--- src/design/memprobe_pkg.sv ---
`default_nettype none

package memprobe_pkg;

  // Serial timing, fixed divider in place of a prescale port
  localparam int UART_BIT_CYCLES = 16;
  localparam int BIT_CNT_BITS = $clog2(UART_BIT_CYCLES);

  localparam int WORD_BITS = 32;
  localparam int ADDR_BITS = 8;     // 256 words
  localparam int COUNT_BITS = WORD_BITS / 2;  // Each half of the status word
  localparam int NIBBLES = WORD_BITS / 4;

  typedef logic [WORD_BITS-1:0] word_t;
  typedef logic [ADDR_BITS-1:0] addr_t;
  typedef logic [7:0] byte_t;
  typedef logic [BIT_CNT_BITS-1:0] bit_cnt_t;
  typedef logic [$clog2(NIBBLES)-1:0] nib_idx_t;

  // Reload values for the per-bit down counters
  localparam bit_cnt_t BIT_CNT_LAST = bit_cnt_t'(UART_BIT_CYCLES - 1);
  localparam bit_cnt_t BIT_CNT_HALF = bit_cnt_t'(UART_BIT_CYCLES / 2 - 1);

  localparam nib_idx_t NIB_FIRST = nib_idx_t'(NIBBLES - 1);  // Most significant nibble

  // Command opcodes, printable so a terminal can drive them
  localparam byte_t OP_WRITE = "w";
  localparam byte_t OP_READ = "r";
  localparam byte_t OP_STATUS = "s";

  localparam byte_t CHAR_NEWLINE = 8'h0a;

endpackage

`default_nettype wire

--- src/design/uart_tx.sv ---
`default_nettype none

module uart_tx
  import memprobe_pkg::*;
(
  input  logic  clock,
  input  logic  reset_i,
  input  logic  valid_i,
  input  byte_t data_i,
  output logic  ready_o,
  output logic  busy_o,
  output logic  tx_o
);

  logic       busy_q;
  logic       tx_q;
  bit_cnt_t   cnt_q;
  logic [3:0] bits_left_q;  // Data bits plus stop bit still to go
  logic [8:0] frame_q;

  always_ff @(posedge clock) begin
    if (reset_i) begin
      busy_q      <= 1'b0;
      tx_q        <= 1'b1;
      cnt_q       <= '0;
      bits_left_q <= '0;
    end else if (!busy_q) begin
      if (valid_i) begin
        busy_q      <= 1'b1;
        tx_q        <= 1'b0;  // Start bit
        cnt_q       <= BIT_CNT_LAST;
        bits_left_q <= 4'd9;
      end
    end else if (cnt_q != '0) begin
      cnt_q <= cnt_q - 1'b1;
    end else if (bits_left_q == '0) begin
      busy_q <= 1'b0;  // Stop bit finished, line already high
    end else begin
      tx_q        <= frame_q[0];
      cnt_q       <= BIT_CNT_LAST;
      bits_left_q <= bits_left_q - 1'b1;
    end
  end

  // Data then stop bit, shifted out LSB first
  always_ff @(posedge clock) begin
    if (!busy_q && valid_i) begin
      frame_q <= {1'b1, data_i};
    end else if (busy_q && cnt_q == '0) begin
      frame_q <= {1'b1, frame_q[8:1]};
    end
  end

  assign ready_o = !busy_q;
  assign busy_o  = busy_q;
  assign tx_o    = tx_q;

endmodule

`default_nettype wire

--- config.mk ---
export PLATFORM = sky130hd
export DESIGN_NAME = uart_tx
export DESIGN_NICKNAME = d
export VERILOG_FILES = /design/src/design/memprobe_pkg.sv /design/src/design/uart_tx.sv
export SDC_FILE = /design/constraint.sdc
export NUM_CORES = 1
export LEC_CHECK = 0
export BUFFER_PORTS_ARGS = -buffer_cell sky130_fd_sc_hd__buf_4
export CAP_MARGIN = 20
export CORE_MARGIN = 2
export CORE_UTILIZATION = 55
export CTS_BUF_LIST = sky130_fd_sc_hd__clkbuf_8
export CTS_CLUSTER_SIZE = 40
export DETAILED_ROUTE_END_ITERATION = 10
export GPL_TIMING_DRIVEN = 0
export PLACE_DENSITY = 0.78
export RECOVER_POWER = 100
export REMOVE_ABC_BUFFERS = 1
export SKIP_LAST_GASP = 1
export SYNTH_ARGS = -nofsm -noshare
export SYNTH_HDL_FRONTEND = slang
export SYNTH_SLANG_ARGS = --single-unit
--- constraint.sdc ---
create_clock -name clock -period 2.3 [get_ports clock]
set_input_delay 0.115 -clock clock [delete_from_list [all_inputs] [get_ports clock]]
set_output_delay 0.115 -clock clock [all_outputs]
set_load 0.02 [all_outputs]
Word-level counts from Yosys, hierarchy flattened
Cells that the tools add are included.

storage, ports and cells
  register bits after elaboration = 18
  bits of input ports = 11
  logic and storage cells = 38

cells by class
  $add $sub $neg = 2
  eq/ne operators = 3
  muxes and demuxes = 18
  reductions and logical operators = 10

operator list
  cell                                                                 count
  4-bit two-way mux                                                    8
  8-bit two-way mux                                                    2
  4-bit zero test                                                      2
  1-bit two-way mux                                                    8
  4-bit by 1-bit subtractor with 4-bit output (second input constant)  2
  2-bit != test (second input constant)                                2
  2-bit nonzero test                                                   2
  4-bit nonzero test                                                   1
  3-bit != test (second input constant)                                1
  3-bit AND reduction                                                  1
  1-bit logical AND                                                    2
  2-bit AND reduction                                                  1
  1-bit zero test                                                      1

Logic depth before layout (Yosys ltp)
  depth after elaboration = 4
  mapped depth = 6
  depth with buffers taken out = 6

Worst setup path after synthesis
OpenSTA, ideal clock, no wires.

  path type = register to register
  start = reg cnt_q[0]
  end = reg tx_q (netlist: tx_o)
  arrival time = 1.749 ns
  required time = 2.178 ns
  path slack = 0.428 ns
  stages on the path, launching flop included = 7
  clock period less this slack = 1.872 ns
  cells stage by stage = dfxtp_1 > inv_1 > ha_1 > or3b_4 > a211oi_4 > nor2b_1 > a311o_1

on the way
  word-level cells in the longest chain between the ends = 3

RTL lines
  element                               RTL line       RTL
  start, declared                       uart_tx.sv:17  bit_cnt_t cnt_q;
  start signal, assigned                uart_tx.sv:35  cnt_q <= cnt_q - 1'b1;
  4-bit nonzero test                    uart_tx.sv:34  end else if (cnt_q != '0) begin
  2-bit != test (no source line)        n/a
  3-bit AND reduction (no source line)  n/a
  end signal, assigned                  uart_tx.sv:39  tx_q <= frame_q[0];
  end, declared                         uart_tx.sv:16  logic tx_q;

Every way passes these cells.
A chain may end at the register's enable or synchronous reset.

Final worst setup path
  start = reg cnt_q[0]
  end = reg frame_q[0] (enable)

on the way
  word-level cells in the longest chain between the ends = 3

RTL lines
  element                              RTL line       RTL
  4-bit zero test                      uart_tx.sv:49  end else if (busy_q && cnt_q == '0) begin
  1-bit logical AND                    uart_tx.sv:49
  2-bit nonzero test (no source line)  n/a
  end signal, assigned                 uart_tx.sv:48  frame_q <= {1'b1, data_i};
  end signal, assigned                 uart_tx.sv:50  frame_q <= {1'b1, frame_q[8:1]};
  end, declared                        uart_tx.sv:19  logic [8:0] frame_q;

Every way passes these cells.

==> metrics <==
Hold Buf Count CTS 0; Starting Density around 57%; TNS Setup 0 ns; layout cell share with drive strength beyond 1 18.6%; status completed; Fill cells between 100 and 150; startpoint types register; crit path time final 2.06 ns; Hold Crit Class input port to register; Yosys top cell area share between 20% and 30%; sequential-to-total area share from yosys stat ~50%; Post-Syn Instances a little under 90; clock buffer depth 2; Reg2Reg Depth 4; Slew headroom about 47%; # port buffers 13; Final ANT Viol Nets 0; post_cts resized 0; Final Skew about 0.0020 ns; most frequent cells in the layout nand2_1, dfxtp_1, buf_4; Distinct cells, synth 30; via/cell ratio about 5.8; overall die width between 40 and 50 µm; clk slew on worst S/H paths ~0.07 ns; Vias approximately 680; Max Slew Vio Count 0; largest net degree at the start of global routing 16; final hold vios 0; #FFs+latches synth 18; initial antenna violation count 0; crit end category register; most common cell after layout, fill and taps aside nand2_1; total number of yosys warnings 0; P_leak 0.416 nW; Hold Path Depth 2; cell taking the most area after synthesis edfxtp_1; Boundary Pins 14; # Max-Cap Violations 0; PwrDens roughly 1000 nW/µm²; DRC Markers 0; CTS tree yes; Syn Area/Cell 9.73 µm²; area of the mapped netlist approximately 860 µm²; die area around 1900 µm²; total CTS buffers 3; RSZ-0062 raised after global routing false; vias in the first global route between 500 and 600; final setup fails 0; Final HPWL DP roughly 1100 µm; row count 14; CP max FO 8; kind of critical path register to register; post-CTS setup buffers 0; CTS sink cnt 18; RePlAce Congestion 0.739; Multi-input gate area 378 µm²; first-pass GRT wire length roughly 2500 µm; chip height about 43 µm; Pre-Repair DR Iteration Count 4; core area about 1500 µm²; H-tree depth 1; synth top area cells edfxtp_1, dfxtp_1, nand2_1, nor3_1, ha_1; fmax 486 MHz; worst vdd ir just over 0.6 mV; Final Cycle Share around nine tenths; Worst-Skew Late Latency ~0.26 ns; GR Util All Layers 18.1%; worst path required time between 2 and 2.5 ns; WHS 0.108 ns; worst slew pin tran about 0.80 ns; WL final 1550 µm; Synth-to-Final Area Change 15.5%; root buf cell clkbuf_8; DR WL/cell 13.1 µm; Nets between 100 and 150; register area approximately 440 µm²; Ant. Diodes 0; total gr overflow 0; Initial DRC Count 15; worst path arrival time approximately 2.0 ns
[routing by layer]
layer,wire [µm],GRT usage (%)
met3,73,3.75
met5,0,0
met2,700,28.7
met4,35,10.9
met1,739,22.8
[cell type report]
class | count | share of cell area [%]
clock buffers | 3 | 4.18
clock inverters | 1 | 0.380
inverters | 5 | 1.90
multi-input cells | 62 | 38.2
flip-flops and latches | 18 | 44.6
well taps | 16 | 2.03
repair buffers | 13 | 8.73
[stage by stage]
stage | utilization (%) | std cells | worst slack [ns] | instance area (µm²) | power, mW
floorplan | - | 85 | 0.429 | 845 | 0.707
global placement | 64.6 | 114 | 0.297 | 962 | 0.776
detailed placement | 64.6 | 114 | 0.241 | 962 | 0.795
CTS | 67.6 | 118 | 0.233 | 1010 | 1.02
global route | 66.4 | 118 | 0.0787 | 988 | 1.05
finish | 66.4 | 118 | 0.241 | 988 | 0.992
[registers in the layout, summed over array words and instances, names as in the netlist]
signal	flops
frame_q	8
bits_left_q	4
cnt_q	4
busy_o	1
tx_o	1
[critical path: stages, from the launching register on]
cell	delay [ns]
dfxtp_1	0.33
inv_1	0.08
ha_1	0.19
or3b_1	0.43
a21oi_1	0.65
[final timing paths]
kind               from    endpoint  slack [ns]
min             reset_i      busy_o        0.11
min reg2reg  frame_q[0]        tx_o        0.51
max reg2reg    cnt_q[0]  frame_q[0]        0.24
max            cnt_q[0]  frame_q[0]        0.24
[report_power, final]
part	switching, mW	internal [mW]
logic	0.159	0.122
registers	0.0605	0.425
clock network	0.107	0.119
[cells in the mapped netlist]
cell        n
nand2_1    22
dfxtp_1    10
edfxtp_1    8
nor2_1      6
nor3_1      6
inv_1       5
a211oi_1    3
nor2b_1     3
a21oi_1     2
clkbuf_1    2
ha_1        2
a2111oi_2   1
a211oi_4    1
a21bo_2     1
a311o_1     1
a311oi_1    1
and3_1      1
and3_2      1
and4_2      1
and4bb_2    1
buf_1       1
nand2b_1    1
nand3b_1    1
nor2_2      1
nor4_1      1
o2bb2ai_1   1
o311a_2     1
o31ai_1     1
or3b_4      1
xnor2_1     1
[cells by family after synthesis]
| group | Yosys count | share of synthesized area, % |
|---|---|---|
| and+or+nand+nor | 46 | 26.6 |
| DFF | 18 | 51.5 |
| AOI/OAI and AO/OA | 13 | 14.5 |
| buffers and inverters | 8 | 3.51 |
| adders and majority gates | 2 | 2.92 |
| xor gates and xnor gates | 1 | 1.02 |
Note: power is estimated with default switching activity, not from simulation.
