<file path="src/design/memprobe_pkg.sv">
`default_nettype none

package memprobe_pkg;

  // Serial timing, fixed divider in place of a prescale port
  localparam int UART_BIT_CYCLES = 16;
  localparam int BIT_CNT_BITS = $clog2(UART_BIT_CYCLES);

  localparam int WORD_BITS = 32;
  localparam int ADDR_BITS = 8;     // 256 words
  localparam int COUNT_BITS = WORD_BITS / 2;  // Each half of the status word
  localparam int NIBBLES = WORD_BITS / 4;

  typedef logic [WORD_BITS-1:0] word_t;
  typedef logic [ADDR_BITS-1:0] addr_t;
  typedef logic [7:0] byte_t;
  typedef logic [BIT_CNT_BITS-1:0] bit_cnt_t;
  typedef logic [$clog2(NIBBLES)-1:0] nib_idx_t;

  // Reload values for the per-bit down counters
  localparam bit_cnt_t BIT_CNT_LAST = bit_cnt_t'(UART_BIT_CYCLES - 1);
  localparam bit_cnt_t BIT_CNT_HALF = bit_cnt_t'(UART_BIT_CYCLES / 2 - 1);

  localparam nib_idx_t NIB_FIRST = nib_idx_t'(NIBBLES - 1);  // Most significant nibble

  // Command opcodes, printable so a terminal can drive them
  localparam byte_t OP_WRITE = "w";
  localparam byte_t OP_READ = "r";
  localparam byte_t OP_STATUS = "s";

  localparam byte_t CHAR_NEWLINE = 8'h0a;

endpackage

`default_nettype wire

</file>
<file path="src/design/hex_dump.sv">
`default_nettype none

module hex_dump
  import memprobe_pkg::*;
(
  input  logic  clock,
  input  logic  reset_i,
  input  logic  start_i,
  input  word_t word_i,
  input  logic  ready_i,
  output logic  valid_o,
  output byte_t data_o,
  output logic  is_dumping_o
);

  logic     active_q;
  logic     nl_q;     // Nibbles done, newline pending
  nib_idx_t nib_q;
  word_t    word_q;
  logic     take;

  function automatic byte_t hex_char(input logic [3:0] nibble);
    if (nibble < 4'd10) begin
      hex_char = byte_t'("0") + byte_t'(nibble);
    end else begin
      hex_char = byte_t'("a") + byte_t'(nibble) - 8'd10;
    end
  endfunction

  assign take = active_q && ready_i;

  always_ff @(posedge clock) begin
    if (reset_i) begin
      active_q <= 1'b0;
      nl_q     <= 1'b0;
      nib_q    <= NIB_FIRST;
    end else if (!active_q) begin
      if (start_i) begin
        active_q <= 1'b1;
        nl_q     <= 1'b0;
        nib_q    <= NIB_FIRST;
      end
    end else if (take) begin
      if (nl_q) begin
        active_q <= 1'b0;  // Newline accepted, reply complete
        nl_q     <= 1'b0;
      end else if (nib_q == '0) begin
        nl_q <= 1'b1;
      end else begin
        nib_q <= nib_q - 1'b1;
      end
    end
  end

  always_ff @(posedge clock) begin
    if (start_i && !active_q) begin
      word_q <= word_i;
    end
  end

  // Character held steady until the transmitter takes it
  assign data_o       = nl_q ? CHAR_NEWLINE : hex_char(word_q[{nib_q, 2'b00} +: 4]);
  assign valid_o      = active_q;
  assign is_dumping_o = active_q;

endmodule

`default_nettype wire

</file>
<file path="config.mk">
export PLATFORM = sky130hd
export DESIGN_NAME = hex_dump
export DESIGN_NICKNAME = d
export VERILOG_FILES = /design/src/design/memprobe_pkg.sv /design/src/design/hex_dump.sv
export SDC_FILE = /design/constraint.sdc
export NUM_CORES = 1
export LEC_CHECK = 0
export ABC_AREA = 1
export BUFFER_PORTS_ARGS = -buffer_cell sky130_fd_sc_hd__buf_4
export CORE_MARGIN = 2
export CORE_UTILIZATION = 52
export DETAILED_ROUTE_END_ITERATION = 10
export PLACE_DENSITY = 0.84
export SKIP_CTS_REPAIR_TIMING = 1
export SYNTH_ARGS = -nofsm -noshare
export SYNTH_HDL_FRONTEND = slang
export SYNTH_SLANG_ARGS = --single-unit
</file>
<file path="constraint.sdc">
create_clock -name clock -period 2.2 [get_ports clock]
set_clock_uncertainty 0.1 [all_clocks]
set_input_delay 0.33 -clock clock [delete_from_list [all_inputs] [get_ports clock]]
set_output_delay 0.33 -clock clock [all_outputs]
set_load 0.1 [all_outputs]
</file>
Word-level counts from Yosys, hierarchy flattened
Cells that the tools add are included.
{"block": "op_classes", "add_sub_neg": 4, "n_lt_le_gt_ge": 1, "n_eq_ne": 3, "n_shift": 1, "muxes": 16, "n_reduce_logical": 7}
{"op": "32-bit by 6-bit variable part select with 4-bit output", "count": 1}
{"op": "8-bit 2-to-1 mux", "count": 2}
{"op": "3-bit 2-to-1 mux", "count": 5}
{"op": "1-bit 2-to-1 mux", "count": 9}
{"op": "7-bit by 4-bit adder with 8-bit output, first input constant", "count": 1}
{"op": "8-bit by 4-bit subtractor with 8-bit output, second input constant", "count": 1}
{"op": "6-bit by 4-bit adder with 7-bit output, first input constant", "count": 1}
{"op": "4-bit < comparator, second input constant", "count": 1}
{"op": "2-bit inequality test, second input constant", "count": 2}
{"op": "4-bit AND reduction", "count": 1}
{"op": "3-bit zero test", "count": 1}
{"op": "3-bit by 1-bit subtractor with 3-bit output, second input constant", "count": 1}
{"op": "1-bit logical AND", "count": 2}
{"op": "2-bit by 1-bit inequality test with 1-bit output, second input constant", "count": 1}
{"op": "2-bit AND reduction", "count": 1}
{"op": "2-bit nonzero test", "count": 1}
{"op": "1-bit zero test", "count": 1}
{"block": "word_totals", "ff_bits": 37, "output_inout_bits": 10}

Logic depth before layout (Yosys ltp)
Gate-level depths: netlist of run 1.
{"block": "depth", "ltp_word": 5, "mapped_depth": 14, "mapped_depth_nobuf": 12}

Worst setup path after synthesis of run 1
Ideal clock, no wire load.
{"block": "synth_timing", "path_type": "register to output", "from": "reg nib_q[0]", "to": "out data_o[3]", "arrival_time_ns": 3.037, "required_ns": 1.770, "path_slack_ns": -1.267, "stages_incl_launch_ff": 9, "path_buffers": 2, "cell_sequence": "dfxtp_1 -> buf_6 -> buf_8 -> nand2_1 -> nand3_1 -> nand3_1 -> nand2_2 -> nand2_2 -> o21ai_0"}
{"block": "synth_via", "elab_chain_cells": 5, "elab_cells_between_ends": 7, "classes_between": "add/sub: 3; order compare: 1; shift: 1; mux: 2"}
{"item": "start: declaration", "line_no": "hex_dump.sv:18", "source": "nib_idx_t nib_q;"}
{"item": "start signal: assignment", "line_no": "hex_dump.sv:50", "source": "nib_q <= nib_q - 1'b1;"}
{"item": "32-bit by 6-bit variable part select with 4-bit output *", "line_no": "hex_dump.sv:62", "source": "assign data_o = nl_q ? CHAR_NEWLINE : hex_char(word_q[{nib_q, 2'b00} +: 4]);"}
{"item": "7-bit by 4-bit adder with 8-bit output", "line_no": "hex_dump.sv:26", "source": "hex_char = byte_t'(\"a\") + byte_t'(nibble) - 8'd10;"}
{"item": "8-bit by 4-bit subtractor with 8-bit output", "line_no": "hex_dump.sv:26"}
{"item": "8-bit 2-to-1 mux *", "line_no": "hex_dump.sv:23", "source": "if (nibble < 4'd10) begin"}
{"item": "8-bit 2-to-1 mux *", "line_no": "hex_dump.sv:62"}
{"item": "end: declaration", "line_no": "hex_dump.sv:12", "source": "output byte_t data_o,"}
Every way passes the cells marked *; elsewhere a longest branch is shown, timed or not.

Final worst setup path of run 1
{"block": "layout_timing", "from": "reg nib_q[0]", "to": "out data_o[4]"}
The elaborated chain is that of the path after synthesis.

==> summary.txt, run 1 <==
Critical path
  • CP required: 1.77 ns
  • CP max-delay cell: dfxtp_4
  • Critical path peak fanout: 7
  • Largest stage delay, worst path: 0.37 ns
  • Startpoint types: flop
  • Worst Path Arrival: 2.05 ns
  • Setup CP Type: flop to output pin
  • Most used cell, CP: nand3_2
  • CP Capture Type: output pin
  • Critical Path, Cell by Cell: buf_4 > buf_4 > nand2_1 > nand3_2 > nand3_2 > nand2_4 > ha_4 > nand2_2 > nand3_2 > nand2_2 > clkinvlp_4 > buf_12

Floorplan
  • Die span in y: 62.8 um
  • Core area: 3340 um2
  • Die Wd: 62.8 um
  • IO Count: 46
  • Die area: 3950 um2
  • FP Rows: 21
  • Starting Density: 54.0%

Clock network
  • Clock tree from TritonCTS: yes
  • TritonCTS buffer count: 5
  • Clock tree buffer depth: 2
  • Worst-path clk slew: 0.11 ns
  • H-tree depth: 2
  • Root Buffer Master: clkbuf_4
  • Worst skew pair latency: 0.33 ns
  • Num Clock Sinks: 37

Pwr
  • P_leak: 1.19 nW
  • Peak supply drop: 0.000531 V
  • PD cells: 894 nW/um2

Drt
  • Initial drt markers: 64
  • Drt total wl: 3550 um
  • Vias: 1,399
  • Via-to-Cell Ratio: 4.91
  • Drt pass-1 iters: 4
  • Remaining antenna violation count: 0
  • Routed WL per cell: 12.5 um
  • Residual DRC: 0

STA
  • Final setup margin: -0.278 ns
  • Minimum clock period: 2.48 ns
  • Slew Limit Fails: 0
  • Fmax: 403 MHz
  • RSZ-0062 raised after global routing: true
  • Setup_tns: -1.20 ns
  • Hold_ws: 0.0504 ns
  • Final Hold Fails: 0
  • Fin crit share: 113%
  • Setup violations, final: 6

Layout
  • Area of the multi-input gates: 673 um2
  • Ant diodes: 0
  • Nets: 277
  • Share of post-route cells with drive strength above 1: 47.7%
  • Final core occ: 76.7%
  • Reg area: 1070 um2
  • Most common cell after layout, fill and taps aside: buf_4
  • Most frequent cells in the layout: 50 x buf_4, 33 x nand2_1, 32 x edfxtp_1
  • Layout filler cell count: 211
  • Final std cells w/o fill: 285
  • Area Overhead vs Synth: 42.2%

Logic synthesis
  • Synth top area cells: edfxtp_1 53%, nand2_1 7.9%, inv_1 5.8%
  • Synth warn: 0
  • Top cell type's share of synthesized area: 53.4%
  • Yosys top cell by area: edfxtp_1
  • Post-Synthesis Cells: 179
  • FF+latch count, synth: 37
  • Post-Syn Area: 1800 um2
  • Register area share after synthesis: 58.9%
  • Cell variety after synth: 28
  • Synth Net Count: 218
  • Syn avg cell area: 10.1 um2

Placed design
  • Pre-CTS setup slack: -0.0511 ns
  • GPL Wtd Cong: 0.863
  • # port buffers: 44
  • DP HPWL: 2110 um
  • Placed Cells: 265

Global route
  • Antenna violations before repair: 0
  • First-pass GRT wire length: 4820 um
  • Largest net degree at the start of global routing: 34
  • Vias in the first global route: 1,122
  • Grt total ovfl: 0
  • Global Route Usage Sum: 15.9%

Hold path
  • Hold WC Path Type: input port to flop

Status
  • Run status: finished, violations left
  • Violated checks: negative setup slack

Job
  • Max Cap Viol: 0
## metrics by stage
| step | area [um2] | total power [mW] |
|---|---|---|
| detailed placement | 2180 | 1.53 |
| global route | 2560 | 2.40 |
| finish | 2560 | 2.29 |
| floorplan | 1850 | 1.40 |
| CTS | 2280 | 2.10 |
| global placement | 2180 | 1.52 |
## sequential cells by signal, indices dropped and copies added (netlist names)
signal	cells
word_q	32
nib_q	3
is_dumping_o	1
nl_q	1
## final cells by class
type,instances,share of cell area [%]
Inverter,32,5.52
Tap cell,46,2.25
Clock inverter,3,2.54
Timing Repair Buffer,58,20.2
Multi-Input combinational cell,104,26.3
Sequential cell,37,41.7
Clock buffer,5,1.47
## cell families (layout without fill, tap and decap cells)
family	after synthesis	count (layout)	share of synthesized area, %
xor gates and xnor gates	2	2	0.973
buffers and inverters	38	98	11.2
DFF	37	37	58.9
and+or+nand+nor	83	83	21.5
adders and majority gates	3	3	2.09
AOI/OAI and AO/OA	15	15	5.07
other	1	1	0.208
## path summary, 6_finish.rpt
kind / startpoint / to / slack (ns) / cells past startpoint
worst min-delay path: reset_i / is_dumping_o / 0.05 / 2
worst max-delay path: nib_q[0] / data_o[4] / -0.28 / 12
worst max register to register: nib_q[0] / nib_q[2] / 0.27 / 11
worst min register to register: is_dumping_o / is_dumping_o / 0.43 / 2
## synth_stat cells
cell type  instances
edfxtp_1          32
ha_1               3
inv_2              2
nand2_1           38
o21ai_0            3
clkinv_4           1
a21oi_1            1
o211a_1            1
buf_12             1
xor2_1             2
buf_8              1
inv_8              1
conb_1             1
a31oi_1            1
nor2_1            15
a21oi_2            1
inv_1             28
o21ai_2            1
buf_4              3
buf_6              1
o21ai_1            6
o211ai_1           1
nand3_2            4
nand2_2            9
nand2_4            1
nor2_2             1
nand3_1           15
dfxtp_1            5
## worst max-delay path, delay by kind of cell (launching register included)
| family | cells | cell delay [ns] |
|---|---|---|
| adder cells (fa/ha/maj) | 1 | 0.16 |
| flip-flops | 1 | 0.37 |
| AND/OR/NAND/NOR | 7 | 0.60 |
| buffers and inverters | 4 | 0.57 |
## layer usage
| metal | GRT usage, % | routed length (um) | vias to the layer above |
|---|---|---|---|
| li1 | - | - | 694 |
| met1 | 20.7 | 1400 | 642 |
| met2 | 25.1 | 1890 | 56 |
| met3 | 4.32 | 192 | 7 |
| met4 | 6.67 | 72 | 0 |
| met5 | 0 | 0 | - |
## report_power, final
group | leakage [nW] | switching [mW] | internal (mW)
sequential | 0.348 | 0.0231 | 0.816
clock | 0.0552 | 0.215 | 0.352
combinational | 0.786 | 0.560 | 0.324
Note: power is estimated with default switching activity, not from simulation.
==> inputs of run 2 (changes only) <==
--- a/config.mk
+++ b/config.mk
@@ -11,6 +11,7 @@
 export CORE_UTILIZATION = 52
 export DETAILED_ROUTE_END_ITERATION = 10
 export PLACE_DENSITY = 0.84
+export REMOVE_ABC_BUFFERS = 1
 export SKIP_CTS_REPAIR_TIMING = 1
 export SYNTH_ARGS = -nofsm -noshare
 export SYNTH_HDL_FRONTEND = slang
==> run 2 against run 1 <==
Effect of this change: the flow still finishes with violations (negative setup slack); via count down 5.3%; global-route usage up 0.43 points; first-iteration DRC count up 56%; critical endpoint unchanged.
==> summary.txt, run 2 (synthesis results as in run 1) <==
STA
  • Fin crit share: 113%
  • Worst-margin pin slew: 0.577 ns
  • Final setup margin: -0.284 ns
  • Setup violations, final: 6
  • Fmax: 403 MHz
  • Minimum clock period: 2.48 ns
  • Slew Limit Fails: 0
  • RSZ-0062 raised after global routing: true
  • Setup_tns: -1.18 ns
  • Slew margin rel.: 61.5%
  • Final Hold Fails: 0

Layout
  • Top reg by flops: word_q
  • Final core occ: 72.3%
  • Area Overhead vs Synth: 34.1%
  • Nets: 272
  • Final std cells w/o fill: 279
  • Most frequent cells in the layout: 44 x buf_4, 35 x nand2_1, 32 x edfxtp_1
  • Max reg flops: 32
  • Ant diodes: 0
  • Share of post-route cells with drive strength above 1: 41.2%
  • Most common cell after layout, fill and taps aside: buf_4
  • Largest regs: word_q: 32 flops, nib_q: 3 flops

Drt
  • Initial drt markers: 100
  • Vias: 1,325
  • Via-to-Cell Ratio: 4.75
  • Drt total wl: 3360 um
  • Routed WL per cell: 12.0 um
  • Residual DRC: 0
  • Drt pass-1 iters: 4
  • Remaining antenna violation count: 0

Clock network
  • Worst skew pair latency: 0.33 ns
  • Num Clock Sinks: 37
  • Clock tree buffer depth: 2
  • H-tree depth: 2
  • Root Buffer Master: clkbuf_4
  • TritonCTS buffer count: 5
  • Worst-path clk slew: 0.11 ns
  • Clock tree from TritonCTS: yes

Global route
  • Largest net degree at the start of global routing: 22
  • Antenna violations before repair: 0
  • First-pass GRT wire length: 4970 um
  • Vias in the first global route: 1,150
  • Grt total ovfl: 0
  • Global Route Usage Sum: 16.3%

Placed design
  • Placed Cells: 268
  • GPL Wtd Cong: 0.877
  • DP HPWL: 2240 um
  • # port buffers: 44

Hold path
  • Hold WC Path Type: input port to flop
  • Hold Path Stages: 2
  • Hold Path Sink: is_dumping_o
  • HP Start: reset_i

Status
  • Run status: finished, violations left
  • Violated checks: negative setup slack

Pwr
  • P_leak: 1.12 nW
  • Peak supply drop: 0.000415 V
  • PD cells: 808 nW/um2

Critical path
  • Largest stage delay, worst path: 0.38 ns
  • Reg-to-reg slack, setup: 0.49 ns
  • Startpoint types: flop
  • Reg2Reg Depth: 4
  • Reg-to-Reg Start: is_dumping_o
  • Setup CP Type: flop to output pin
  • Critical Path, Cell by Cell: buf_12 > nor2_2 > nor2_1 > o21ai_2 > nand2_1 > nand2_1 > nand2_2 > inv_2 > ha_4 > nand2_1 > nand3_2 > buf_4 > nand2_2 > inv_2 > buf_12
  • Most used cell, CP: nand2_1
  • CP required: 1.77 ns
  • Reg2Reg Capture Point: word_q[23]
  • Worst Path Arrival: 2.05 ns
  • CP max-delay cell: dfxtp_4
  • CP Capture Type: output pin
  • Critical path peak fanout: 6

Floorplan
  • Die area: 3950 um2
  • Die Wd: 62.8 um
  • Die span in y: 62.8 um
  • Core area: 3340 um2
  • IO Count: 46
  • FP Rows: 21
  • Starting Density: 54.0%

Job
  • Max Cap Viol: 0
## run 2: cell types whose count changed in the layout (fill, tap and decap cells not counted), sizes merged
| cell | before | now |
|---|---|---|
| buf | 58 | 52 |
| bufinv | 2 | 0 |
| clkbuf | 5 | 7 |
| inv | 29 | 31 |
| clkinv | 3 | 2 |
| clkinvlp | 1 | 0 |
## run 2: area by class of cell
type	instances	area (um2)
Sequential cell	37	1060
Timing Repair Buffer	53	498
Tap cell	46	57.6
Clock inverter	1	3.75
Multi-Input combinational cell	104	611
Inverter	32	138
Fill cell	247	923
Clock buffer	6	41.3
## run 2: metrics by stage
| step | power [mW] | instance area, um2 | hold slack (ns) | worst slack (ns) |
|---|---|---|---|---|
| 3_5_place_dp | 1.50 | 2180 | 0.409 | 0.0833 |
| 3_3_place_gp | 1.49 | 2180 | 0.407 | 0.0864 |
| 5_1_grt | 2.05 | 2410 | 0.0410 | -0.429 |
| 2_1_floorplan | 1.33 | 1730 | 0.299 | -1.54 |
| 6_report | 1.95 | 2410 | 0.0654 | -0.284 |
| 4_1_cts | 1.81 | 2230 | 0.0543 | -0.306 |
## run 2: worst max path at each step
stage                         from   endpoint
after floorplan           nib_q[0]  data_o[3]
after global placement    nib_q[0]  data_o[2]
after detailed placement  nib_q[0]  data_o[2]
after CTS                 nib_q[0]  data_o[2]
after global routing      nib_q[0]  data_o[2]
final                     nib_q[0]  data_o[4]
## run 2: per-layer routing
| metal | part of all wire (%) | routed length [um] | vias up | GRT usage, % |
|---|---|---|---|---|
| met1 | 42 | 1420 | 589 | 21.7 |
| met5 | 0 | 0 | - | 0 |
| met3 | 5.8 | 194 | 5 | 3.42 |
| met4 | 1.2 | 40 | 0 | 6.67 |
| met2 | 51 | 1710 | 52 | 26.2 |
| li1 | - | - | 679 | - |
## run 2: worst max-delay path: cells and delay by family (launching register included)
kind,cells,cell delay (ns)
AOI/OAI and AO/OA,1,0.06
adders and majority gates,1,0.15
buffers and inverters,5,0.54
DFF,1,0.38
and+or+nand+nor,8,0.58
## run 2: report_power, final
part	internal, mW	leakage, nW	switching [mW]
Sequential	0.816	0.348	0.0224
Combinational	0.279	0.746	0.519
Clock	0.116	0.0258	0.197
