### src/design/memprobe_pkg.sv
`default_nettype none

package memprobe_pkg;

  // Serial timing, fixed divider in place of a prescale port
  localparam int UART_BIT_CYCLES = 16;
  localparam int BIT_CNT_BITS = $clog2(UART_BIT_CYCLES);

  localparam int WORD_BITS = 32;
  localparam int ADDR_BITS = 8;     // 256 words
  localparam int COUNT_BITS = WORD_BITS / 2;  // Each half of the status word
  localparam int NIBBLES = WORD_BITS / 4;

  typedef logic [WORD_BITS-1:0] word_t;
  typedef logic [ADDR_BITS-1:0] addr_t;
  typedef logic [7:0] byte_t;
  typedef logic [BIT_CNT_BITS-1:0] bit_cnt_t;
  typedef logic [$clog2(NIBBLES)-1:0] nib_idx_t;

  // Reload values for the per-bit down counters
  localparam bit_cnt_t BIT_CNT_LAST = bit_cnt_t'(UART_BIT_CYCLES - 1);
  localparam bit_cnt_t BIT_CNT_HALF = bit_cnt_t'(UART_BIT_CYCLES / 2 - 1);

  localparam nib_idx_t NIB_FIRST = nib_idx_t'(NIBBLES - 1);  // Most significant nibble

  // Command opcodes, printable so a terminal can drive them
  localparam byte_t OP_WRITE = "w";
  localparam byte_t OP_READ = "r";
  localparam byte_t OP_STATUS = "s";

  localparam byte_t CHAR_NEWLINE = 8'h0a;

endpackage

`default_nettype wire

### src/design/uart_rx.sv
`default_nettype none

module uart_rx
  import memprobe_pkg::*;
(
  input  logic  clock,
  input  logic  reset_i,
  input  logic  rx_i,
  output byte_t byte_o,
  output logic  strobe_o
);

  typedef enum logic [1:0] {
    RX_IDLE,
    RX_START,
    RX_DATA,
    RX_STOP
  } rx_state_t;

  rx_state_t  state_q;
  bit_cnt_t   cnt_q;
  logic [2:0] bit_idx_q;
  logic       rx_meta_q;
  logic       rx_sync_q;
  logic       rx_prev_q;
  logic       strobe_q;
  byte_t      shift_q;

  // Two-flop synchroniser plus one more stage for the edge
  always_ff @(posedge clock) begin
    if (reset_i) begin
      rx_meta_q <= 1'b1;
      rx_sync_q <= 1'b1;
      rx_prev_q <= 1'b1;
    end else begin
      rx_meta_q <= rx_i;
      rx_sync_q <= rx_meta_q;
      rx_prev_q <= rx_sync_q;
    end
  end

  always_ff @(posedge clock) begin
    if (reset_i) begin
      state_q   <= RX_IDLE;
      cnt_q     <= '0;
      bit_idx_q <= '0;
      strobe_q  <= 1'b0;
    end else begin
      strobe_q <= 1'b0;
      case (state_q)
        RX_IDLE: begin
          if (rx_prev_q && !rx_sync_q) begin  // Falling edge of start bit
            state_q <= RX_START;
            cnt_q   <= BIT_CNT_HALF;
          end
        end
        RX_START: begin
          if (cnt_q != '0) begin
            cnt_q <= cnt_q - 1'b1;
          end else if (!rx_sync_q) begin
            state_q   <= RX_DATA;
            cnt_q     <= BIT_CNT_LAST;
            bit_idx_q <= '0;
          end else begin
            state_q <= RX_IDLE;  // Glitch, not a start bit
          end
        end
        RX_DATA: begin
          if (cnt_q != '0) begin
            cnt_q <= cnt_q - 1'b1;
          end else begin
            cnt_q     <= BIT_CNT_LAST;
            bit_idx_q <= bit_idx_q + 1'b1;
            if (bit_idx_q == 3'd7) begin
              state_q <= RX_STOP;
            end
          end
        end
        default: begin
          if (cnt_q != '0) begin
            cnt_q <= cnt_q - 1'b1;
          end else begin
            strobe_q <= rx_sync_q;  // Framing error gives no strobe
            state_q  <= RX_IDLE;
          end
        end
      endcase
    end
  end

  always_ff @(posedge clock) begin
    if (state_q == RX_DATA && cnt_q == '0) begin
      shift_q <= {rx_sync_q, shift_q[7:1]};  // LSB arrives first
    end
  end

  assign byte_o   = shift_q;
  assign strobe_o = strobe_q;

endmodule

`default_nettype wire

### config.mk
export PLATFORM = sky130hd
export DESIGN_NAME = uart_rx
export DESIGN_NICKNAME = d
export VERILOG_FILES = /design/src/design/memprobe_pkg.sv /design/src/design/uart_rx.sv
export SDC_FILE = /design/constraint.sdc
export NUM_CORES = 1
export LEC_CHECK = 0
export BUFFER_PORTS_ARGS = -buffer_cell sky130_fd_sc_hd__buf_4
export CORE_MARGIN = 3
export CORE_UTILIZATION = 40
export CTS_BUF_LIST = sky130_fd_sc_hd__clkbuf_8
export CTS_CLUSTER_SIZE = 14
export DETAILED_ROUTE_END_ITERATION = 8
export HOLD_SLACK_MARGIN = 0.02
export SLEW_MARGIN = 0
export SYNTH_ARGS = -nofsm -noshare
export SYNTH_HDL_FRONTEND = slang
export SYNTH_SLANG_ARGS = --single-unit
### constraint.sdc
create_clock -name clock -period 4.65 [get_ports clock]
set_input_delay 0.2325 -clock clock [delete_from_list [all_inputs] [get_ports clock]]
set_output_delay 0.2325 -clock clock [all_outputs]
set_load 0.01 [all_outputs]
== After elaboration in Yosys (flattened, before gate mapping) ==
Cells that the tools add are included.

* $add $sub $neg: 2
* $mul: 0
* Divide/modulo/power cells: 0
* $lt $le $gt $ge: 0
* Equality and inequality tests: 10
* Shift-type cells: 0
* Multiplexer cells: 17
* Bitwise logic cells: 0
* Reductions and logical operators: 12

{| class="wikitable"
|+ Operator list
! cell !! number
|-
| 2-to-1 mux 4 bit || 5
|-
| 2-to-1 mux 2 bit || 6
|-
| one-hot mux 4 bit (3 select lines) || 1
|-
| != test 2 bit (second input constant) || 5
|-
| 2-to-1 mux 3 bit || 3
|-
| nonzero test 4 bit || 2
|-
| one-hot mux 2 bit (3 select lines) || 1
|-
| one-hot mux 3 bit (2 select lines) || 1
|-
| AND reduction 5 bit || 1
|-
| OR reduction 5 bit || 1
|-
| logical NOT 4 bit || 1
|-
| AND reduction 4 bit || 1
|-
| subtractor 4 x 1 -> 4 bit (second input constant) || 1
|-
| adder 3 x 1 -> 3 bit (second input constant) || 1
|-
| == test 3 bit (second input constant) || 1
|-
| != test 3 bit (second input constant) || 1
|-
| AND reduction 3 bit || 1
|-
| == test 2 x 1 -> 1 bit (second input constant) || 1
|-
| == test 2 bit (second input constant) || 1
|-
| logical AND 1 bit || 2
|-
| logical NOT 2 bit || 1
|-
| != test 2 x 1 -> 1 bit (second input constant) || 1
|-
| nonzero test 2 bit || 1
|-
| logical NOT 1 bit || 1
|}

* Flip-flop bits (word level): 21
* Bits in latches: 0
* Bits in writable memories: 0
* Bits in read-only memories: 0
* Input bits: 3
* Logic and storage cells: 49
* Memories: 0

== Longest topological paths before layout ==
Gate-level depths: netlist (run 1).

* Word-level depth: 4
* Depth in mapped cells: 7

== Worst setup path after synthesis (run 1) ==
OpenSTA, ideal clock, no wires.

* Path kind: register to register
* From: reg state_q[0]
* To: reg cnt_q[0]
* Library setup time: 121 ps
* Arrival: 1,756 ps
* Path slack: 2,774 ps
* Cell stages (with the launch flop): 7
* Buffers on the path: 1
* Period minus slack after synthesis: 1,876 ps
* Path through: dfxtp_1 inv_1 ha_1 clkbuf_1 o31a_1 o21ai_0 mux2_2

* Longest elaborated chain between the ends: 3
* Elaborated cells on any way between the ends: 8

{| class="wikitable"
|+ RTL lines
! item !! RTL line !! text
|-
| start: declaration || uart_rx.sv:20 || <nowiki>rx_state_t state_q;</nowiki>
|-
| start signal: assignment || uart_rx.sv:44 || <nowiki>state_q <= RX_IDLE;</nowiki>
|-
| start signal: assignment || uart_rx.sv:53 || <nowiki>state_q <= RX_START;</nowiki>
|-
| start signal: assignment || uart_rx.sv:61 || <nowiki>state_q <= RX_DATA;</nowiki>
|-
| == test 2 x 1 -> 1 bit (tied with other cells) || uart_rx.sv:50 || <nowiki>case (state_q)</nowiki>
|-
| != test 3 bit (no source line) (tied with other cells) || - ||
|-
| AND reduction 3 bit (no source line) || - ||
|-
| end signal: assignment || uart_rx.sv:59 || <nowiki>cnt_q <= cnt_q - 1'b1;</nowiki>
|-
| end signal: assignment || uart_rx.sv:70 || <nowiki>cnt_q <= cnt_q - 1'b1;</nowiki>
|-
| end signal: assignment || uart_rx.sv:81 || <nowiki>cnt_q <= cnt_q - 1'b1;</nowiki>
|-
| end: declaration || uart_rx.sv:21 || <nowiki>bit_cnt_t cnt_q;</nowiki>
|}

Several ways; a longest one is shown, not always the timed one.
A chain may end at the register's enable or synchronous reset.

== Worst setup path in the final report (run 1) ==
* From: reg cnt_q[0]
* To: reg state_q[1]

* Longest elaborated chain between the ends: 3
* Elaborated cells on any way between the ends: 5

{| class="wikitable"
|+ RTL lines
! item !! RTL line !! text
|-
| nonzero test 4 bit (*) || uart_rx.sv:58, uart_rx.sv:69, uart_rx.sv:80 ||
|-
| != test 2 x 1 -> 1 bit (no source line) or != test 2 bit (tied branches) || - ||
|-
| AND reduction 5 bit (no source line) (*) || - ||
|-
| end signal: assignment || uart_rx.sv:61 ||
|-
| end signal: assignment || uart_rx.sv:75 || <nowiki>state_q <= RX_STOP;</nowiki>
|-
| end signal: assignment || uart_rx.sv:84 || <nowiki>state_q <= RX_IDLE;</nowiki>
|}

Every way passes the cells marked *; elsewhere a longest branch is shown, timed or not.

==> results of run 1 <==
## cell families (layout without fill, tap and decap cells)
| kind of cell | after synthesis | in the layout | synth area share (%) |
|---|---|---|---|
| AO/OA/AOI/OAI | 21 | 21 | 14.5 |
| adder cells (fa/ha/maj) | 7 | 7 | 9.07 |
| buffers and inverters | 11 | 22 | 4.27 |
| flip-flops | 21 | 21 | 51.8 |
| multiplexers | 2 | 2 | 2.33 |
| AND/OR/NAND/NOR | 30 | 30 | 18.0 |
## report_power, final
part	total [mW]	switching (mW)	internal, mW
sequential	0.232	0.0215	0.211
combinational	0.199	0.116	0.0830
clock	0.120	0.0600	0.0605
total	0.552	0.198	0.354
## per-stage QoR
step / total power [mW] / setup slack (ps) / cell area [µm²] / instances / hold slack [ps]
6_report: 0.552 / 2540 / 1120 / 131 / 150
5_1_grt: 0.590 / 2420 / 1120 / 131 / 156
4_1_cts: 0.555 / 2540 / 1120 / 131 / 148
3_5_place_dp: 0.432 / 2570 / 1070 / 127 / 393
3_3_place_gp: 0.429 / 2600 / 1070 / 127 / 396
2_1_floorplan: 0.386 / 2770 / 966 / 92 / 336
## layout make-up
class                      count  area, µm²  share of cell area [%]
timing repair buffer          11       82.6                    7.39
multi-input combinational     60        424                    38.0
clock inverter                 1       7.51                   0.672
clock buffer                   3       41.3                    3.70
sequential                    21        500                    44.8
tap                           28       35.0                    3.14
inverter                       7       26.3                    2.35
## layout by cell type, fill, tap and decap left out, drive strengths merged, types with 3 or more instances in the layout
cell,instances
dfxtp,13
nand2b,3
inv,7
buf,11
a21oi,8
nand2,6
or2,3
edfxtp,8
ha,7
nor2,6
clkbuf,3
## registers in the layout, summed over array words and instances (netlist names)
register   flops
cnt_q          4
byte_o         8
rx_sync_q      1
bit_idx_q      3
strobe_o       1
rx_meta_q      1
rx_prev_q      1
state_q        2
## layer usage
layer  global-route usage, %  vias up  share of wire (%)
li1                        -      354                  -
met1                    17.9      329                 46
met2                    20.1       17                 48
met3                    4.83        2                4.5
met4                    4.05        0               0.80
met5                       0        -                  0
## path summary, 6_finish.rpt
check,from,endpoint,slack [ps],cells after the start
worst max-delay path,cnt_q[0],state_q[1],2540,6
worst min-delay path,rx_i,rx_meta_q,150,2
worst max register to register,cnt_q[0],state_q[1],2540,6
worst min register to register,rx_meta_q,rx_sync_q,410,1
## critical path, delay by kind of cell (launching register included)
| family | cells | cell delay [ps] |
|---|---|---|
| AOI/OAI and AO/OA | 3 | 840 |
| adders and majority gates | 1 | 240 |
| buffers and inverters | 1 | 80 |
| DFF | 1 | 340 |
| and+or+nand+nor | 1 | 490 |
## Yosys cell counts
cell	count
a311o_1	1
or4bb_1	1
clkbuf_1	4
edfxtp_1	8
o32ai_1	1
nor3b_1	2
a222oi_1	1
and2_1	1
or3b_1	1
o31a_1	1
nand2_1	6
nand4_1	2
nand2b_1	3
nand4b_1	2
o21a_1	1
a22o_1	1
dfxtp_1	13
nor3_1	2
or2_2	3
a21oi_1	8
ha_1	7
o21ai_0	2
o31ai_1	2
o211ai_1	1
inv_1	7
a21o_1	1
and4b_1	1
o22ai_1	1
nor2_1	6
mux2_2	2
==> impl_metrics.csv, run 1 <==
group,metric,value,unit
timing,slew_headroom,52.6,%
hold_path,hold_path_class,"input pin to flip-flop",
synth,synth-seq-cells,21,
floorplan,row_count,17,
finish,drive_gt1_share,19.4,%
synth,synth-seq-area-share,51.8,%
floorplan,die_area,3040,µm²
synth,synth.avg_cell_area,10.5,µm²
synth,ys_types,30,
critical_path,end_kind,"flip-flop",
timing,fmax,475,MHz
timing,rsz0062_at_grt,"no",
timing,fin_skew,5.90,ps
clocking,clock_sinks,21,
floorplan,ios,12,
synth,synth_warnings,0,
clocking,cts_buffer_depth,2,
global_routing,track_usage,13.4,%
clocking,cts_hold_buf,0,
critical_path,crit_slowest_cell,"or4bb_1",
power,leakage,0.440,nW
synth,synth_largest_area_cell,"dfxtp_1",
detailed_routing,vias,702,
timing,setup_violations,0,
synth,synth_fp_nets,102,
synth,synth.cell_area,966,µm²
finish,post-route-util,49.6,%
floorplan,start_util,42.8,%
global_routing,grt-ovfl-total,0,
place,routabilityCongestion,0.830,
clocking,cts_tree,"built",
clocking,cts_resized,0,
critical_path,cp-start-kind,"flip-flop",
global_routing,grt_pass1_wl,2.90,mm
place,io_buffer_count,11,
clocking,worstSkewPairLatency,260,ps
finish,n_antenna_cell,0,
detailed_routing,drt-pass1-iter-count,4,
power,pwr_density_cell,494,nW/µm²
timing,slew_viol_final,0,
detailed_routing,vias_per_cell,5.36,
floorplan,core-area,2250,µm²
clocking,postCtsSetupBuffers,0,
critical_path,arrival,2260,ps
timing,period_needed,2110,ps
floorplan,die_width,55.1,µm
synth,synthCells,92,
floorplan,die_y,55.1,µm
detailed_routing,remaining_drc_errors,0,
synth,post-synth-top-area-fraction,26.9,%
global_routing,grt_max_degree,18,
synth,synth_area_leaders,"dfxtp_1 (27%), edfxtp_1 (25%), ha_1 (9.1%)",
detailed_routing,drt_first_iter_violations,12,
critical_path,worst_path_largest_cell_delay,490,ps
critical_path,path_class,"flip-flop to flip-flop",
critical_path,critPathMaxFanout,5,
finish,syn_to_final_growth,15.7,%
timing,final.setup.tns,0,ps
detailed_routing,wire_per_inst,13.3,µm
detailed_routing,ant_nets,0,
timing,hold_viol_final,0,
finish,nFillCells,226,
global_routing,antenna_found_initial,0,
clocking,htreeDepth,1,
place,dp_hpwl,1.25,mm
job,max-cap-violations,0,
clocking,cts_buffers,3,
critical_path,required,4800,ps
detailed_routing,routed_wl,1.74,mm
critical_path,crit_chain,"inv_1, ha_1, or4bb_1, a222oi_1, a21oi_1, a22o_1",
timing,post-route-period-util,45.3,%
timing,tightest_slew,710,ps
finish,nNetsFinal,114,
global_routing,grt_pass1_vias,669,
clocking,clk_pin_slew,80,ps
power,ir_worst_vdd,0.000275,V
clocking,cts_root_buffer,"clkbuf_8",
status,status,"finished clean",
Power figures use the tool's default switching activity.
==> inputs of run 2 (changes only) <==
--- a/config.mk
+++ b/config.mk
@@ -5,6 +5,7 @@
 export SDC_FILE = /design/constraint.sdc
 export NUM_CORES = 1
 export LEC_CHECK = 0
+export ABC_AREA = 1
 export BUFFER_PORTS_ARGS = -buffer_cell sky130_fd_sc_hd__buf_4
 export CORE_MARGIN = 3
 export CORE_UTILIZATION = 40
==> constraint.sdc (replaced) <==
create_clock -name clock -period 2.1 [get_ports clock]
set_input_delay 0.105 -clock clock [delete_from_list [all_inputs] [get_ports clock]]
set_output_delay 0.105 -clock clock [all_outputs]
set_load 0.01 [all_outputs]
==> impl_metrics.csv, run 2 <==
group,metric,value,unit
critical_path,crit_slowest_cell,"dfxtp_1",
finish,n_antenna_cell,0,
critical_path,path_class,"flip-flop to flip-flop",
place,dp_hpwl,1.37,mm
hold_path,worstHoldStart,"rx_i",
status,status,"finished clean",
synth,synthCells,114,
synth,synth_fa_ha_area_share,8.76,%
detailed_routing,wire_per_inst,11.5,µm
timing,final.setup.tns,0,ps
clocking,cts_root_buffer,"clkbuf_8",
timing,rsz0062_at_grt,"no",
critical_path,r2r_start,"state_q[0]",
timing,fin_skew,3.16,ps
synth,synth_enable_flop_cells,8,
power,ir_worst_vdd,0.000447,V
finish,stdcell_count,156,
place,pre_cts_ws,621,ps
synth,synth-seq-cells,21,
clocking,cts_resized,0,
finish,post-route-util,50.2,%
detailed_routing,drt-pass1-iter-count,4,
floorplan,die_area,3130,µm²
synth,synth.cell_area,1000,µm²
finish,nNetsFinal,139,
finish,ff_latch_area,500,µm²
timing,post-route-period-util,70.4,%
finish,drive_gt1_share,21.9,%
clocking,postCtsSetupBuffers,0,
place,place_inst,152,
synth,synth_compound_area_share,8.51,%
timing,setup_violations,0,
hold_path,min_to,"rx_meta_q",
synth,synth_most_common_cell,"nand2_1",
critical_path,worst_path_largest_cell_delay,380,ps
power,leakage,0.518,nW
detailed_routing,ant_nets,0,
clocking,worstSkewPairLatency,260,ps
detailed_routing,remaining_drc_errors,0,
place,dpl_cell_area,1110,µm²
place,io_buffer_count,11,
global_routing,grt_max_degree,13,
clocking,cts_buffers,3,
finish,multi_input_area,424,µm²
clocking,clk_pin_slew,80,ps
detailed_routing,vias_per_cell,4.96,
critical_path,cp-startpoint,"state_q[0]",
synth,synth.mux.area_fraction,0,%
place,routabilityCongestion,0.800,
finish,finish.instance_area,1150,µm²
global_routing,antenna_found_initial,0,
detailed_routing,vias,773,
floorplan,die_width,56.0,µm
timing,slew_viol_final,0,
critical_path,critPathBufInv,3,
finish,nFillCells,222,
synth,synthSimpleGateAreaFrac,24.3,%
timing,setup_ws,622,ps
critical_path,arrival,1630,ps
critical_path,crit_path_frequent_cell,"nand2_1",
power,fin_total_pwr,1.28,mW
detailed_routing,routed_wl,1.79,mm
timing,hold_viol_final,0,
critical_path,path_delay_family,"simple AND/OR/NAND/NOR gates",
clocking,clock_sinks,21,
floorplan,ios,12,
synth,ys.flop_type,"dfxtp_1",
hold_path,hold_path_class,"input pin to flip-flop",
synth,synth_area_leaders,"dfxtp_1 (26%), edfxtp_1 (24%), nand2_1 (9.0%)",
clocking,cts_buffer_depth,2,
finish,final_common_cell,"nand2_1",
synth,synth.avg_cell_area,8.77,µm²
clocking,htreeDepth,1,
critical_path,end_kind,"flip-flop",
synth,synth_largest_area_cell,"dfxtp_1",
critical_path,required,2250,ps
timing,tightest_slew,389,ps
floorplan,row_count,17,
critical_path,worstReg2RegEnd,"cnt_q[2]",
critical_path,cp-start-kind,"flip-flop",
hold_path,min_path_cells,2,
floorplan,core-area,2300,µm²
synth,synth_xor_area_share,0.876,%
synth,synth_top_family_by_area,"simple AND/OR/NAND/NOR gates",
finish,final_cell_mix,"nand2_1 (24), inv_1 (14), dfxtp_1 (13)",
timing,period_needed,1480,ps
global_routing,grt-ovfl-total,0,
clocking,cts_tree,"built",
synth,synth-seq-area-share,50.1,%
floorplan,die_y,56.0,µm
synth,async_flop_share,0,%
synth,ys_types,22,
synth,synth_warnings,0,
critical_path,crit_chain,"inv_1, ha_1, inv_2, nand2_1, nand2_1, nand3_2, nand2_2, inv_2, nand2_1, a21oi_1",
job,max-cap-violations,0,
timing,slew_headroom,73.8,%
global_routing,grt_pass1_vias,711,
synth,post-synth-top-area-fraction,26.0,%
floorplan,start_util,43.5,%
synth,synth_commonest_cells,"nand2_1 (24), inv_1 (14), dfxtp_1 (13)",
power,pwr_density_cell,1110,nW/µm²
finish,syn_to_final_growth,15.3,%
global_routing,track_usage,12.6,%
critical_path,regToRegSetupSlack,620,ps
timing,hold_slack,29.1,ps
global_routing,grt_pass1_wl,3.13,mm
finish,largest_reg_flops,8,
timing,fmax,677,MHz
synth,synth_fp_nets,124,
critical_path,critPathMaxFanout,5,
detailed_routing,drt_first_iter_violations,2,
clocking,cts_hold_buf,0,
critical_path,r2r_cells,10,
-- run 2: changes by cell type after synthesis, moves of 2 or more --
cell,previous run,this run
nor3b_1,2,0
inv_1,7,14
clkbuf_1,4,0
nor2_1,6,10
nand3_1,0,10
o31ai_1,2,0
mux2_2,2,0
inv_2,0,3
nor3_1,2,0
nand2b_1,3,0
nand2_2,0,2
nand4b_1,2,0
nand2_1,6,24
-- run 2: area by class of cell --
type                       count  area share [%]
sequential                    21            43.4
multi-input combinational     75            36.8
timing repair buffer          11            7.17
inverter                      17            5.54
clock buffer                   3            3.58
tap                           28            3.04
clock inverter                 1           0.434
-- run 2: logic make-up after synthesis --
group                    Yosys count
flip-flops                        21
buffers and inverters             18
AND/OR/NAND/NOR                   53
AO/OA/AOI/OAI                     14
adder cells (fa/ha/maj)            7
XOR/XNOR                           1
-- run 2: where the power goes --
| group | switching [mW] | internal (mW) |
|---|---|---|
| clock | 0.130 | 0.132 |
| combinational | 0.327 | 0.182 |
| sequential | 0.0403 | 0.465 |
-- run 2: layer usage --
layer | share of wire (%) | vias up | global-route usage, %
met5 | 0 | - | 0
met4 | 2.0 | 0 | 6.10
met3 | 3.1 | 5 | 2.78
met2 | 47 | 12 | 20.5
met1 | 48 | 359 | 15.6
li1 | - | 397 | -
-- run 2: worst max-delay path by stage --
| stage | to | cells after the start |
|---|---|---|
| 2_1_floorplan | cnt_q[0] | 10 |
| 3_3_place_gp | cnt_q[0] | 10 |
| 3_5_place_dp | cnt_q[2] | 10 |
| 4_1_cts | cnt_q[2] | 10 |
| 5_1_grt | cnt_q[0] | 11 |
| 6_report | cnt_q[2] | 10 |
